### src/logic/cpu_params_pkg.sv
`default_nettype none

package cpu_params_pkg;

  // datapath widths
  parameter int DATA_WIDTH     = 32;
  parameter int ADDR_WIDTH     = 16; // byte address
  parameter int REGISTER_WIDTH = 5;

  // unified memory
  parameter int MEM_SIZE       = 1024; // in words
  parameter int READ_LATENCY   = 3;    // cycles from accept to rdata_valid

  typedef logic [DATA_WIDTH-1:0]     word_t;
  typedef logic [ADDR_WIDTH-1:0]     addr_t;
  typedef logic [REGISTER_WIDTH-1:0] reg_idx_t;

endpackage : cpu_params_pkg

`default_nettype wire

### src/logic/mem_port_if.sv
`timescale 1ns/1ps
`default_nettype none

interface mem_port_if #(
  parameter int DATA_WIDTH = 32,
  parameter int ADDR_WIDTH = 16
);

  logic                  rd_req;
  logic                  wr_req;
  logic [ADDR_WIDTH-1:0] addr;
  logic [DATA_WIDTH-1:0] wdata;
  logic [DATA_WIDTH-1:0] rdata;
  logic                  rdata_valid; // one-cycle read completion
  logic                  wr_done;     // one-cycle write completion

  modport requester (
    output rd_req, wr_req, addr, wdata,
    input  rdata, rdata_valid, wr_done
  );

  modport server (
    input  rd_req, wr_req, addr, wdata,
    output rdata, rdata_valid, wr_done
  );

endinterface : mem_port_if

`default_nettype wire

### src/logic/mem_stage.sv
`timescale 1ns/1ps
`default_nettype none

module mem_stage #(
  parameter int DATA_WIDTH     = cpu_params_pkg::DATA_WIDTH,
  parameter int ADDR_WIDTH     = cpu_params_pkg::ADDR_WIDTH,
  parameter int REGISTER_WIDTH = cpu_params_pkg::REGISTER_WIDTH
)(
  input  logic                     clk_i,
  input  logic                     rst_i,
  input  logic                     valid_i,
  input  logic                     is_load_i,
  input  logic                     is_store_i,
  input  logic                     reg_wr_en_i,
  input  cpu_params_pkg::word_t    alu_result_i,
  input  cpu_params_pkg::word_t    reg_a_data_i,
  input  cpu_params_pkg::reg_idx_t wr_reg_i,
  output logic                     stage_ready_o,
  output logic                     wb_valid_o,
  output logic                     wb_reg_wr_en_o,
  output logic                     wb_is_load_o,
  output cpu_params_pkg::reg_idx_t wb_wr_reg_o,
  output cpu_params_pkg::word_t    wb_alu_result_o,
  output cpu_params_pkg::word_t    wb_data_from_mem_o,
  mem_port_if.requester            mem
);

  typedef enum logic [1:0] {
    IDLE    = 2'b00,
    READY   = 2'b01,
    WAITING = 2'b10
  } state_t;

  state_t state_q, state_d;

  logic                      rd_req_q;
  logic                      wr_req_q;
  logic                      reg_wr_en_q;
  logic [DATA_WIDTH-1:0]     alu_q;   // load/store address, also written back
  logic [DATA_WIDTH-1:0]     wdata_q;
  logic [REGISTER_WIDTH-1:0] wr_reg_q;

  logic accept;
  logic mem_op;
  logic done;

  assign stage_ready_o = (state_q == READY);
  assign accept        = valid_i && stage_ready_o;
  assign mem_op        = is_load_i || is_store_i;
  assign done          = (state_q == WAITING) && (mem.rdata_valid || mem.wr_done);

  assign mem.rd_req = rd_req_q;
  assign mem.wr_req = wr_req_q;
  assign mem.addr   = alu_q[ADDR_WIDTH-1:0];
  assign mem.wdata  = wdata_q;

  always_comb begin
    state_d = state_q;
    case (state_q)
      IDLE:    state_d = READY;
      READY:   if (accept && mem_op) state_d = WAITING;
      WAITING: if (done) state_d = READY;
      default: state_d = IDLE;
    endcase
  end

  always_ff @(posedge clk_i) begin
    if (!rst_i) begin
      state_q        <= IDLE;
      rd_req_q       <= 1'b0;
      wr_req_q       <= 1'b0;
      wb_valid_o     <= 1'b0;
      wb_reg_wr_en_o <= 1'b0;
      wb_is_load_o   <= 1'b0;
    end else begin
      state_q    <= state_d;
      wb_valid_o <= (accept && !mem_op) || done;
      if (accept && mem_op) begin
        rd_req_q <= is_load_i; // load wins if both are set
        wr_req_q <= is_store_i && !is_load_i;
      end else if (done) begin
        rd_req_q <= 1'b0;
        wr_req_q <= 1'b0;
      end
      if (accept && !mem_op) begin
        wb_reg_wr_en_o <= reg_wr_en_i;
        wb_is_load_o   <= 1'b0;
      end else if (done) begin
        wb_reg_wr_en_o <= reg_wr_en_q;
        wb_is_load_o   <= rd_req_q;
      end
    end
  end

  always_ff @(posedge clk_i) begin
    if (accept && mem_op) begin
      alu_q       <= alu_result_i;
      wdata_q     <= reg_a_data_i;
      wr_reg_q    <= wr_reg_i;
      reg_wr_en_q <= reg_wr_en_i;
    end
    if (accept && !mem_op) begin
      wb_wr_reg_o     <= wr_reg_i;
      wb_alu_result_o <= alu_result_i;
    end else if (done) begin
      wb_wr_reg_o     <= wr_reg_q;
      wb_alu_result_o <= alu_q;
      if (rd_req_q) wb_data_from_mem_o <= mem.rdata;
    end
  end

endmodule : mem_stage

`default_nettype wire

### src/flat_wrapper.sv
// flat-port wrapper written by rule: the top's interface ports become plain ports
module mem_stage_flat 
#(
  parameter int DATA_WIDTH     = cpu_params_pkg::DATA_WIDTH,
  parameter int ADDR_WIDTH     = cpu_params_pkg::ADDR_WIDTH,
  parameter int REGISTER_WIDTH = cpu_params_pkg::REGISTER_WIDTH
)
  (clk_i, rst_i, valid_i, is_load_i, is_store_i, reg_wr_en_i, alu_result_i, reg_a_data_i, wr_reg_i, stage_ready_o, wb_valid_o, wb_reg_wr_en_o, wb_is_load_o, wb_wr_reg_o, wb_alu_result_o, wb_data_from_mem_o, mem_rd_req, mem_wr_req, mem_addr, mem_wdata, mem_rdata, mem_rdata_valid, mem_wr_done);
  mem_port_if #(.DATA_WIDTH(DATA_WIDTH), .ADDR_WIDTH(ADDR_WIDTH)) mem_i ();
  input  logic clk_i;
  input  logic rst_i;
  input  logic valid_i;
  input  logic is_load_i;
  input  logic is_store_i;
  input  logic reg_wr_en_i;
  input  cpu_params_pkg::word_t alu_result_i;
  input  cpu_params_pkg::word_t reg_a_data_i;
  input  cpu_params_pkg::reg_idx_t wr_reg_i;
  output logic stage_ready_o;
  output logic wb_valid_o;
  output logic wb_reg_wr_en_o;
  output logic wb_is_load_o;
  output cpu_params_pkg::reg_idx_t wb_wr_reg_o;
  output cpu_params_pkg::word_t wb_alu_result_o;
  output cpu_params_pkg::word_t wb_data_from_mem_o;
  output wire logic [$bits(mem_i.rd_req)-1:0] mem_rd_req;
  output wire logic [$bits(mem_i.wr_req)-1:0] mem_wr_req;
  output wire logic [$bits(mem_i.addr)-1:0] mem_addr;
  output wire logic [$bits(mem_i.wdata)-1:0] mem_wdata;
  input wire logic [$bits(mem_i.rdata)-1:0] mem_rdata;
  input wire logic [$bits(mem_i.rdata_valid)-1:0] mem_rdata_valid;
  input wire logic [$bits(mem_i.wr_done)-1:0] mem_wr_done;
  assign mem_rd_req = mem_i.rd_req;
  assign mem_wr_req = mem_i.wr_req;
  assign mem_addr = mem_i.addr;
  assign mem_wdata = mem_i.wdata;
  assign mem_i.rdata = mem_rdata;
  assign mem_i.rdata_valid = mem_rdata_valid;
  assign mem_i.wr_done = mem_wr_done;
  mem_stage #(.DATA_WIDTH(DATA_WIDTH), .ADDR_WIDTH(ADDR_WIDTH), .REGISTER_WIDTH(REGISTER_WIDTH)) u_core (.clk_i(clk_i), .rst_i(rst_i), .valid_i(valid_i), .is_load_i(is_load_i), .is_store_i(is_store_i), .reg_wr_en_i(reg_wr_en_i), .alu_result_i(alu_result_i), .reg_a_data_i(reg_a_data_i), .wr_reg_i(wr_reg_i), .stage_ready_o(stage_ready_o), .wb_valid_o(wb_valid_o), .wb_reg_wr_en_o(wb_reg_wr_en_o), .wb_is_load_o(wb_is_load_o), .wb_wr_reg_o(wb_wr_reg_o), .wb_alu_result_o(wb_alu_result_o), .wb_data_from_mem_o(wb_data_from_mem_o), .mem(mem_i));
endmodule
### config.mk
export PLATFORM = sky130hd
export DESIGN_NAME = mem_stage_flat
export DESIGN_NICKNAME = d
export VERILOG_FILES = /design/src/logic/cpu_params_pkg.sv /design/src/logic/mem_port_if.sv /design/src/logic/mem_stage.sv /design/src/flat_wrapper.sv
export SDC_FILE = /design/constraint.sdc
export NUM_CORES = 1
export LEC_CHECK = 0
export BUFFER_PORTS_ARGS = -buffer_cell sky130_fd_sc_hd__buf_4
export CAP_MARGIN = 10
export CORE_MARGIN = 4
export CORE_UTILIZATION = 30
export DETAILED_ROUTE_END_ITERATION = 7
export GPL_TIMING_DRIVEN = 0
export PLACE_DENSITY = 0.56
export SYNTH_ARGS = -nofsm -noshare
export SYNTH_HDL_FRONTEND = slang
export SYNTH_SLANG_ARGS = --single-unit
### constraint.sdc
create_clock -name clk_i -period 4.8 [get_ports clk_i]
set_input_delay 0 -clock clk_i [delete_from_list [all_inputs] [get_ports clk_i]]
set_output_delay 0 -clock clk_i [all_outputs]
set_load 0.01 [all_outputs]
-- Word level (Yosys, flattened, before mapping)
Cells that the tools add are included.
- equal/unequal tests: 4
- muxes and demuxes: 12
- bitwise operators: 2
- reductions and logical operators: 16
- operators with widths (cell ; number):
    $mux W32 ; 2
    $mux W5 ; 2
    $pmux W2 S3 ; 1
    $logic_and A1 B1 Y1 ; 5
    $mux W1 ; 5
    $mux W2 ; 2
    $reduce_bool A2 Y1 ; 2
    $logic_or A1 B1 Y1 ; 3
    $reduce_and A3 Y1 ; 1
    $eq A2 B1 Y1 const B ; 1
    $eq A2 B2 Y1 const B ; 1
    $logic_not A1 Y1 ; 2
    $logic_not A2 Y1 ; 1
    $ne A2 B1 Y1 const B ; 1
    $ne A2 B2 Y1 const B ; 1
    $not A1 Y1 ; 2
    $reduce_and A2 Y1 ; 1
    $reduce_or A2 Y1 ; 1
- register bits: 146
- output and inout bits: 123
- word-level logic and storage cells: 47

-- Logic depth before layout (Yosys ltp)
Gate-level depths: netlist of run 1.
- word-level depth: 5
- mapped depth: 5

-- Worst setup path after synthesis of run 1
Ideal clock, no wire load.
- kind: register to register
- start: register u_core.state_q[1]
- end: register u_core.alu_q[0], enable pin
- library setup time: 500 ps
- data arrival time: 3475 ps
- required time: 4300 ps
- slack: 825 ps
- stages on the path, launching flop included: 3
- buffers on the path: 0
- period minus slack after synthesis: 3975 ps
- cells stage by stage: dfxtp_1 > nand3b_1 > nor2_1
- longest elaborated chain between the ends: 3
- RTL lines (element ; RTL line ; source):
    start: declaration ; mem_stage.sv:34 ; state_t state_q, state_d;
    start signal: assignment ; mem_stage.sv:76 ; state_q <= state_d;
    $eq A2 B1 Y1 ; mem_stage.sv:47 ; assign stage_ready_o = (state_q == READY);
    $logic_and A1 B1 Y1 ; mem_stage.sv:48 ; assign accept = valid_i && stage_ready_o;
    $logic_and A1 B1 Y1 ; mem_stage.sv:96 ; if (accept && mem_op) begin
    end signal: assignment ; mem_stage.sv:97 ; alu_q <= alu_result_i;
    end: declaration ; mem_stage.sv:39 ; logic [DATA_WIDTH-1:0] alu_q;
No other way between the ends.
A chain may end at the register's enable or synchronous reset.

-- Worst setup path in the final report of run 1
- start: register u_core.state_q[0]
- end: register u_core.wb_alu_result_o[12], enable pin
- longest elaborated chain between the ends: 4
- RTL lines (element ; RTL line ; source):
    $eq A2 B1 Y1 ; mem_stage.sv:47 ;
    $logic_and A1 B1 Y1 ; mem_stage.sv:48 ;
    $logic_and A1 B1 Y1 ; mem_stage.sv:102 ; if (accept && !mem_op) begin
    $reduce_bool A2 Y1 (no line) (*) ; -- ;
    end signal: assignment ; mem_stage.sv:104 ; wb_alu_result_o <= alu_result_i;
    end signal: assignment ; mem_stage.sv:107 ; wb_alu_result_o <= alu_q;
    end: declaration ; mem_stage.sv:23 ; output cpu_params_pkg::word_t wb_alu_result_o,
Mark *: on every way between the ends. The rest lies on a longest branch, timed or not.

==> results of run 1 <==
## through the flow
stage | instance area (sq um) | power (mW) | TNS [ns]
after global placement | 7153 | 1.685 | -109.44
final | 8980 | 3.070 | 0
after CTS | 8980 | 3.104 | 0
after floorplan | 5144 | 1.553 | 0
after detailed placement | 7289 | 1.695 | 0
after global routing | 8980 | 3.190 | 0
## cells in the mapped netlist (all sizes together) (2+ instances only)
| master | n | area, sq um |
|---|---|---|
| buf | 20 | 158.9 |
| nand2 | 2 | 7.510 |
| dfxtp | 7 | 140.1 |
| o21ai | 2 | 10.01 |
| and2 | 2 | 12.51 |
| nand4b | 2 | 17.52 |
| edfxtp | 139 | 4174 |
| nor2 | 3 | 11.26 |
| mux2 | 37 | 488.0 |
## worst max-delay path, stage by stage (launching register included)
cell      delay, ns
dfxtp_1        0.41
nand3b_1       0.25
o32ai_4        0.64
buf_8          0.24
buf_16         0.18
## where the power goes
| group | internal [mW] | switching (mW) |
|---|---|---|
| registers | 1.44 | 0.0123 |
| logic | 0.183 | 0.101 |
| clock network | 0.812 | 0.519 |
| total | 2.44 | 0.633 |
## worst max-delay path by stage
stage / from / to
final: u_core.state_q[0] / u_core.wb_alu_result_o[12]
after global routing: u_core.state_q[0] / u_core.wb_alu_result_o[10]
after CTS: u_core.state_q[0] / u_core.wb_alu_result_o[7]
after detailed placement: u_core.state_q[0] / u_core.wb_alu_result_o[7]
after global placement: u_core.state_q[0] / u_core.wb_alu_result_o[12]
after floorplan: u_core.state_q[1] / u_core.alu_q[0]
## layout make-up
type | count | share of cell area (%)
Buffer | 20 | 1.770
Clock buffer | 17 | 4.737
Clock inverter | 15 | 1.825
Multi-Input combinational cell | 65 | 7.817
Sequential cell | 146 | 48.04
Tap cell | 220 | 3.065
Timing Repair Buffer | 347 | 32.74
## sequential cells by signal, indices dropped and copies added (netlist names)
name	flops
u_core.wb_reg_wr_en_o	1
u_core.wr_reg_q	5
u_core.wb_wr_reg_o	5
u_core.state_q	2
u_core.wb_is_load_o	1
u_core.wb_data_from_mem_o	32
u_core.mem.wr_req	1
u_core.mem.wdata	32
u_core.wb_alu_result_o	32
u_core.wb_valid_o	1
u_core.reg_wr_en_q	1
u_core.mem.rd_req	1
u_core.alu_q	32
## cells by family after synthesis
logic type,Yosys count,synth area share [%]
buffers and inverters,20,3.089
AOI/OAI and AO/OA,12,1.679
DFF,146,83.87
and+or+nand+nor,16,1.873
muxes,37,9.487
## metal layers
metal  vias up  wire length [um]  track usage (%)
li1       1635                 -                -
met1      1639              5095            14.93
met2       148              6689            22.83
met3        17              1095            6.379
met4         0               225            4.995
met5         -                 0                0
## what timing repair did
action                                  CTS  global route
resized for setup                         0             0
endpoints found under the setup margin    0             0
hold endpoints to repair                146             0
hold buffers                            110             0
==> flow_summary.ini, run 1 <==
[outcome]
status = complete, no violations

[place]
pre_cts_ws_ns = 2.724
portBuffers = 231
dp_cells = 688
dp_hpwl_um = 8678
place.gp.congestion = 0.7309

[power_and_ir_drop]
ir_worst_vdd_uv = 242.6
cellPowerDensity_nw_per_um2 = 341.9
power_leakage_nw = 3.652

[die]
die_y_um = 138.9
core-area_sq_um = 16700
start_util_pct = 30.80
rows = 47
dieArea_sq_um = 19300
io_pins = 232
die_x_um = 138.9

[logic_synthesis]
synth_cell_type_count = 29
synth_warnings = 0
ys_seq_elements = 146
synthArstFlopShare_pct = 0
ys.flop_type = edfxtp_1
seq_area_frac_synth_pct = 83.87
synth_edf_count = 139
netlist_instances = 231
synth_area_sq_um = 5144
synth_nets = 340
synth_area_per_cell_sq_um = 22.27

[clock_network]
cts_tree = done
clkSinkCount = 146
cts_setup_buffers = 0
clk_pin_slew_ns = 0.06
clockBufferDepth = 2
cts_buffers = 17
ctsRootBufferMaster = clkbuf_16
htree_num_levels = 4
clk_latency_ns = 0.41

[layout]
antennaDiodeCount = 0
fin_util_pct = 53.77
mostFrequentLayoutCells = 247 x buf_4, 139 x edfxtp_1, 110 x dlygate4sd3_1, 19 x mux2_4, 18 x mux2_2
seqCellArea_sq_um = 4314
final_common_cell = buf_4
area_growth_pct = 74.58
fillers = 1349
multi_input_area_sq_um = 701.9
final_cells = 830
layout.nets = 706
drive_gt1_share_pct = 53.77

[setup_path]
r2r_cells = 4
critPathRequiredTime_ns = 4.92
path_max_fanout = 19
cp-end-kind = register
r2r_end = u_core.wb_alu_result_o[12]
worstSetupStartpointType = register
reg2reg_from = u_core.state_q[0]
crit_arrival_ns = 2.14
r2r_slack_ns = 2.78
criticalPathCategory = register to register

[flow_run]
drv_cap = 0

[drt]
vias_per_cell = 4.143
drt_iter0_markers = 154
routed_wl_um = 13110
drc_errors = 0
post_drt_wl_per_cell_um = 15.79
ant_nets = 0
first_pass_iters = 4
vias = 3439

[hold_path]
hp-class = input port to register
hold_path_end = u_core.wb_reg_wr_en_o
holdPathStages = 4
hp-start = mem_wr_done

[grt]
grt_max_degree = 34
antenna_found_initial = 0
grt_pass1_vias = 3903
overflow = 0
track_usage_pct = 13.52
grt_pass1_wl_um = 20510

[sta]
tightest_slew_ns = 0.6818
setup_ws_ns = 2.777
slew_headroom_pct = 54.35
min_period_over_period_pct = 42.14
whs_ns = 0.1113
max_freq_mhz = 494.4
grt_setup_unrepaired = false
period_minus_slack_ns = 2.023
drv_slew = 0
fin_worst_skew_ns = 0.006123
setup_viol = 0
hold_viol_final = 0
Note: power is estimated with default switching activity, not from simulation.
==> run 2, diff against run 1 <==
- PLACE_DENSITY: 0.56 -> 0.58
- clock period: 4.8 -> 1.7 ns (I/O delays scaled with it)
==> run 2 against run 1 <==
  * Via count grew 2.5%
  * Largest power group unchanged
  * Flip-flop and latch count is the same
  * Global-route usage grew 0.85 points
  * Total power grew to 2.8 times the previous value
  * Critical path type unchanged
  * Utilization grew 0.35 points
  * Highest routed layer unchanged
  * Largest cell class unchanged
==> flow_summary.ini, run 2 (synthesis results as in run 1) <==
[sta]
setup_tns_ns = 0
grt_setup_unrepaired = false
hold_viol_final = 0
tightest_slew_ns = 0.6414
setup_viol = 0
max_freq_mhz = 618.5
drv_slew = 0
setup_ws_ns = 0.08314
fin_worst_skew_ns = 0.009304
slew_headroom_pct = 57.08
period_minus_slack_ns = 1.617
min_period_over_period_pct = 95.11

[die]
die_x_um = 138.9
die_y_um = 138.9
dieArea_sq_um = 19300
start_util_pct = 30.80
core-area_sq_um = 16700
rows = 47
io_pins = 232

[setup_path]
crit_family = simple AND/OR/NAND/NOR gates
path_cells = and2b_1, nand3_2, buf_8, buf_12, mux2_4
critPathSlowestCell = dfxtp_2
cp-end-kind = register
criticalPathCategory = register to register
critPathRequiredTime_ns = 1.86
cpPeakStageDelay_ns = 0.34
cp.depth = 5
worstSetupStartpointType = register
crit_arrival_ns = 1.77
crit_buf_inv = 2
r2r_cells = 5
path_max_fanout = 10

[layout]
area_growth_pct = 75.72
final_common_cell = buf_4
layout.nets = 710
final_cells = 833
mostFrequentLayoutCells = 252 x buf_4, 139 x edfxtp_1, 109 x dlygate4sd3_1, 19 x mux2_4, 18 x mux2_2
antennaDiodeCount = 0
fin_area_sq_um = 9039
drive_gt1_share_pct = 54.81

[power_and_ir_drop]
ir_worst_vdd_uv = 617.8
finalPower_mw = 8.547
seqPwrFrac_pct = 48.1
cellPowerDensity_nw_per_um2 = 945.6
intPower_mw = 6.750
switching_share_pct = 21.02
switchingPower_mw = 1.797
power_leakage_nw = 3.678
combPwrFrac_pct = 9.7
pwr-share-clk_pct = 42.2

[clock_network]
cts_buffers = 17
cts_tree = done
clk_latency_ns = 0.41
htree_num_levels = 4
clk_pin_slew_ns = 0.06
ctsRootBufferMaster = clkbuf_16
clockBufferDepth = 2
clkSinkCount = 146

[grt]
grt_pass1_vias = 3858
antenna_found_initial = 0
overflow = 0
grt_pass1_wl_um = 21670
track_usage_pct = 14.37
grt_max_degree = 37

[outcome]
status = complete, no violations

[hold_path]
holdPathStages = 4
hp-class = input port to register

[place]
dp_cells = 687
pre_cts_ws_ns = -0.3749
portBuffers = 231
place_area_sq_um = 7298
place.gp.congestion = 0.7918
dp_hpwl_um = 9098

[drt]
vias = 3524
drt_iter0_markers = 120
ant_nets = 0
post_drt_wl_per_cell_um = 16.57
first_pass_iters = 4
drc_errors = 0
vias_per_cell = 4.230
routed_wl_um = 13800

[flow_run]
drv_cap = 0
-- run 2: routing by layer --
| metal | global-route usage (%) | vias to the layer above | share of wire, % |
|---|---|---|---|
| met5 | 0 | - | 0 |
| met4 | 3.656 | 0 | 0.75 |
| met3 | 6.655 | 10 | 9.5 |
| met2 | 24.90 | 184 | 51 |
| met1 | 16.10 | 1686 | 39 |
| li1 | - | 1644 | - |
-- run 2: metrics by stage --
stage          hold WS, ns  util, %
5_1_grt             0.1611    54.12
2_1_floorplan      0.09887        -
6_report            0.1218    54.12
4_1_cts            0.09977    54.05
3_3_place_gp        0.1778    43.07
3_5_place_dp        0.1793    43.70
-- run 2: repair_timing --
| action | CTS | global route |
|---|---|---|
| setup buffers | 6 | 0 |
| pin swaps | 3 | 0 |
| gates resized for setup | 3 | 4 |
| endpoints found under the setup margin | 131 | 14 |
| hold buffers | 109 | 0 |
| endpoints found under the hold margin | 146 | 0 |
-- run 2: power groups by stage --
stage / Combinational, mW / Sequential [mW] / Clock (mW)
6_report: 0.831 / 4.11 / 3.61
5_1_grt: 0.892 / 4.12 / 3.91
4_1_cts: 0.835 / 4.11 / 3.70
3_5_place_dp: 0.612 / 4.18 / 0
3_3_place_gp: 0.569 / 4.18 / 0
2_1_floorplan: 0.170 / 4.21 / 0
-- run 2: layout make-up --
type	instances	area, sq um
fillers	1360	7662
clock inverters	14	140.1
plain buffers	20	175.2
well taps	220	275.3
clock buffers	17	425.4
repair buffers	351	2988
multi-input cells	65	718.2
flip-flops and latches	146	4317
-- run 2: path summary, 6_finish.rpt --
kind | startpoint | end | slack (ns)
max reg2reg | u_core.state_q[1] | u_core.wb_alu_result_o[17] | 0.08
min | mem_wr_done | u_core.mem.wr_req | 0.12
max | u_core.state_q[1] | u_core.wb_alu_result_o[17] | 0.08
min reg2reg | u_core.wb_is_load_o | u_core.wb_is_load_o | 0.46
-- run 2: worst min-delay path, stage by stage --
cell and delay [ns]:
buf_4 0.09, nor2_1 0.14, o21ai_0 0.20, a21oi_1 0.06
==> run 3, diff against run 2 <==
- CORE_MARGIN: 4 -> default
==> run 3 against run 2 <==
  * Worst setup slack lost 0.028 ns
  * Hold slack gained 0.0034 ns
  * Highest routed layer unchanged
  * Sequential share of layout area shrank 0.37 points
  * Die area shrank 8.5%
  * Wire length shrank 6.7%
==> flow_summary.ini, run 3 (synthesis results as in run 1) <==
[layout]
final_cells = 839
area_growth_pct = 77.11
final_common_cell = buf_4
drive_gt1_share_pct = 54.60
layout.nets = 715
mostFrequentLayoutCells = 258 x buf_4, 139 x edfxtp_1, 109 x dlygate4sd3_1, 19 x mux2_4, 18 x mux2_2
antennaDiodeCount = 0
fin_area_sq_um = 9110

[die]
io_pins = 232
die_y_um = 132.9
die_x_um = 132.9
rows = 47
dieArea_sq_um = 17670
start_util_pct = 30.91
core-area_sq_um = 16640

[place]
place.gp.congestion = 0.7338
place_area_sq_um = 7286
dp_hpwl_um = 8306
pre_cts_ws_ns = -0.1282
portBuffers = 231
dp_cells = 687

[power_and_ir_drop]
cellPowerDensity_nw_per_um2 = 978.9
finalPower_mw = 8.918
ir_worst_vdd_uv = 635.5
power_leakage_nw = 3.721

[drt]
vias = 3519
ant_nets = 0
post_drt_wl_per_cell_um = 15.36
routed_wl_um = 12880
drc_errors = 0
first_pass_iters = 4
drt_iter0_markers = 90
vias_per_cell = 4.194

[sta]
drv_slew = 0
period_minus_slack_ns = 1.644
whs_ns = 0.1251
setup_ws_ns = 0.05557
fin_worst_skew_ns = 0.007692
grt_setup_unrepaired = false
hold_viol_final = 0
min_period_over_period_pct = 96.73
slew_headroom_pct = 55.18
setup_viol = 0
tightest_slew_ns = 0.6699
max_freq_mhz = 608.1

[setup_path]
r2r_slack_ns = 0.06
critPathRequiredTime_ns = 1.86
endpoint = u_core.wb_alu_result_o[11]
worstSetupStartpointType = register
crit_start = u_core.state_q[1]
r2r_end = u_core.wb_alu_result_o[11]
crit_arrival_ns = 1.81
path_max_fanout = 10
reg2reg_from = u_core.state_q[1]
criticalPathCategory = register to register
r2r_cells = 5
cp-end-kind = register

[clock_network]
clkSinkCount = 146
ctsRootBufferMaster = clkbuf_16
cts_buffers = 17
clockBufferDepth = 2
cts_tree = done
clk_pin_slew_ns = 0.06
clk_latency_ns = 0.42
htree_num_levels = 4

[grt]
grt_pass1_wl_um = 20050
track_usage_pct = 15.10
grt_max_degree = 37
grt_pass1_vias = 3789
overflow = 0
antenna_found_initial = 0

[hold_path]
hp-class = input port to register

[outcome]
status = complete, no violations

[flow_run]
drv_cap = 0
run 3: cell count changes in the layout (fill, tap and decap cells not counted), moves of 2 or more:
cell and delta:
clkbuf_1 +4, buf_4 +6, clkinvlp_4 -2, inv_6 -2, bufinv_16 +3
run 3: repair_timing:
action,4_1_cts,5_1_grt
hold endpoints to repair,146,0
pin swaps,3,1
buffers inserted,4,7
gates resized for setup,3,4
setup endpoints to repair,92,42
hold buffers,109,0
run 3: through the flow:
| stage | util [%] | TNS (ns) |
|---|---|---|
| floorplan | - | -48.39 |
| global placement | 43.22 | -119.68 |
| detailed placement | 43.78 | -8.535 |
| CTS | 54.35 | 0 |
| global route | 54.74 | 0 |
| finish | 54.74 | 0 |
run 3: cell type report:
class | count | area [sq um]
fill | 1320 | 7532
sequential | 146 | 4317
timing repair buffer | 356 | 3005
multi-input combinational | 65 | 713.2
clock buffer | 21 | 440.4
tap | 220 | 275.3
clock inverter | 11 | 185.2
buffer | 20 | 173.9
run 3: how the worst min path moves through the flow:
stage	startpoint	end	slack, ns	depth (start not counted)
2_1_floorplan	alu_result_i[0]	u_core.alu_q[0]	0.1	0
3_3_place_gp	reg_a_data_i[19]	u_core.mem.wdata[19]	0.18	1
3_5_place_dp	reg_a_data_i[17]	u_core.mem.wdata[17]	0.18	1
4_1_cts	mem_wr_done	u_core.mem.wr_req	0.09	4
5_1_grt	mem_wr_done	u_core.wb_reg_wr_en_o	0.14	4
6_report	mem_wr_done	u_core.mem.wr_req	0.13	4
run 3: worst max-delay path, stage by stage (launching register included):
cell and delay (ns):
dfxtp_2 0.38, and2b_1 0.21, nand3_1 0.15, buf_6 0.16, buf_8 0.17, mux2_4 0.31
run 3: metal layers:
layer | global-route usage, % | share of wire, % | wire (um)
met1 | 15.99 | 39 | 4998
met2 | 26.79 | 51 | 6567
met3 | 5.670 | 8.4 | 1080
met4 | 6.386 | 1.8 | 237
met5 | 0 | 0 | 0
run 3: where the power goes:
| part | internal (mW) | switching, mW |
|---|---|---|
| Clock | 2.59 | 1.39 |
| Combinational | 0.532 | 0.291 |
| Sequential | 4.07 | 0.0382 |
| Total | 7.20 | 1.72 |
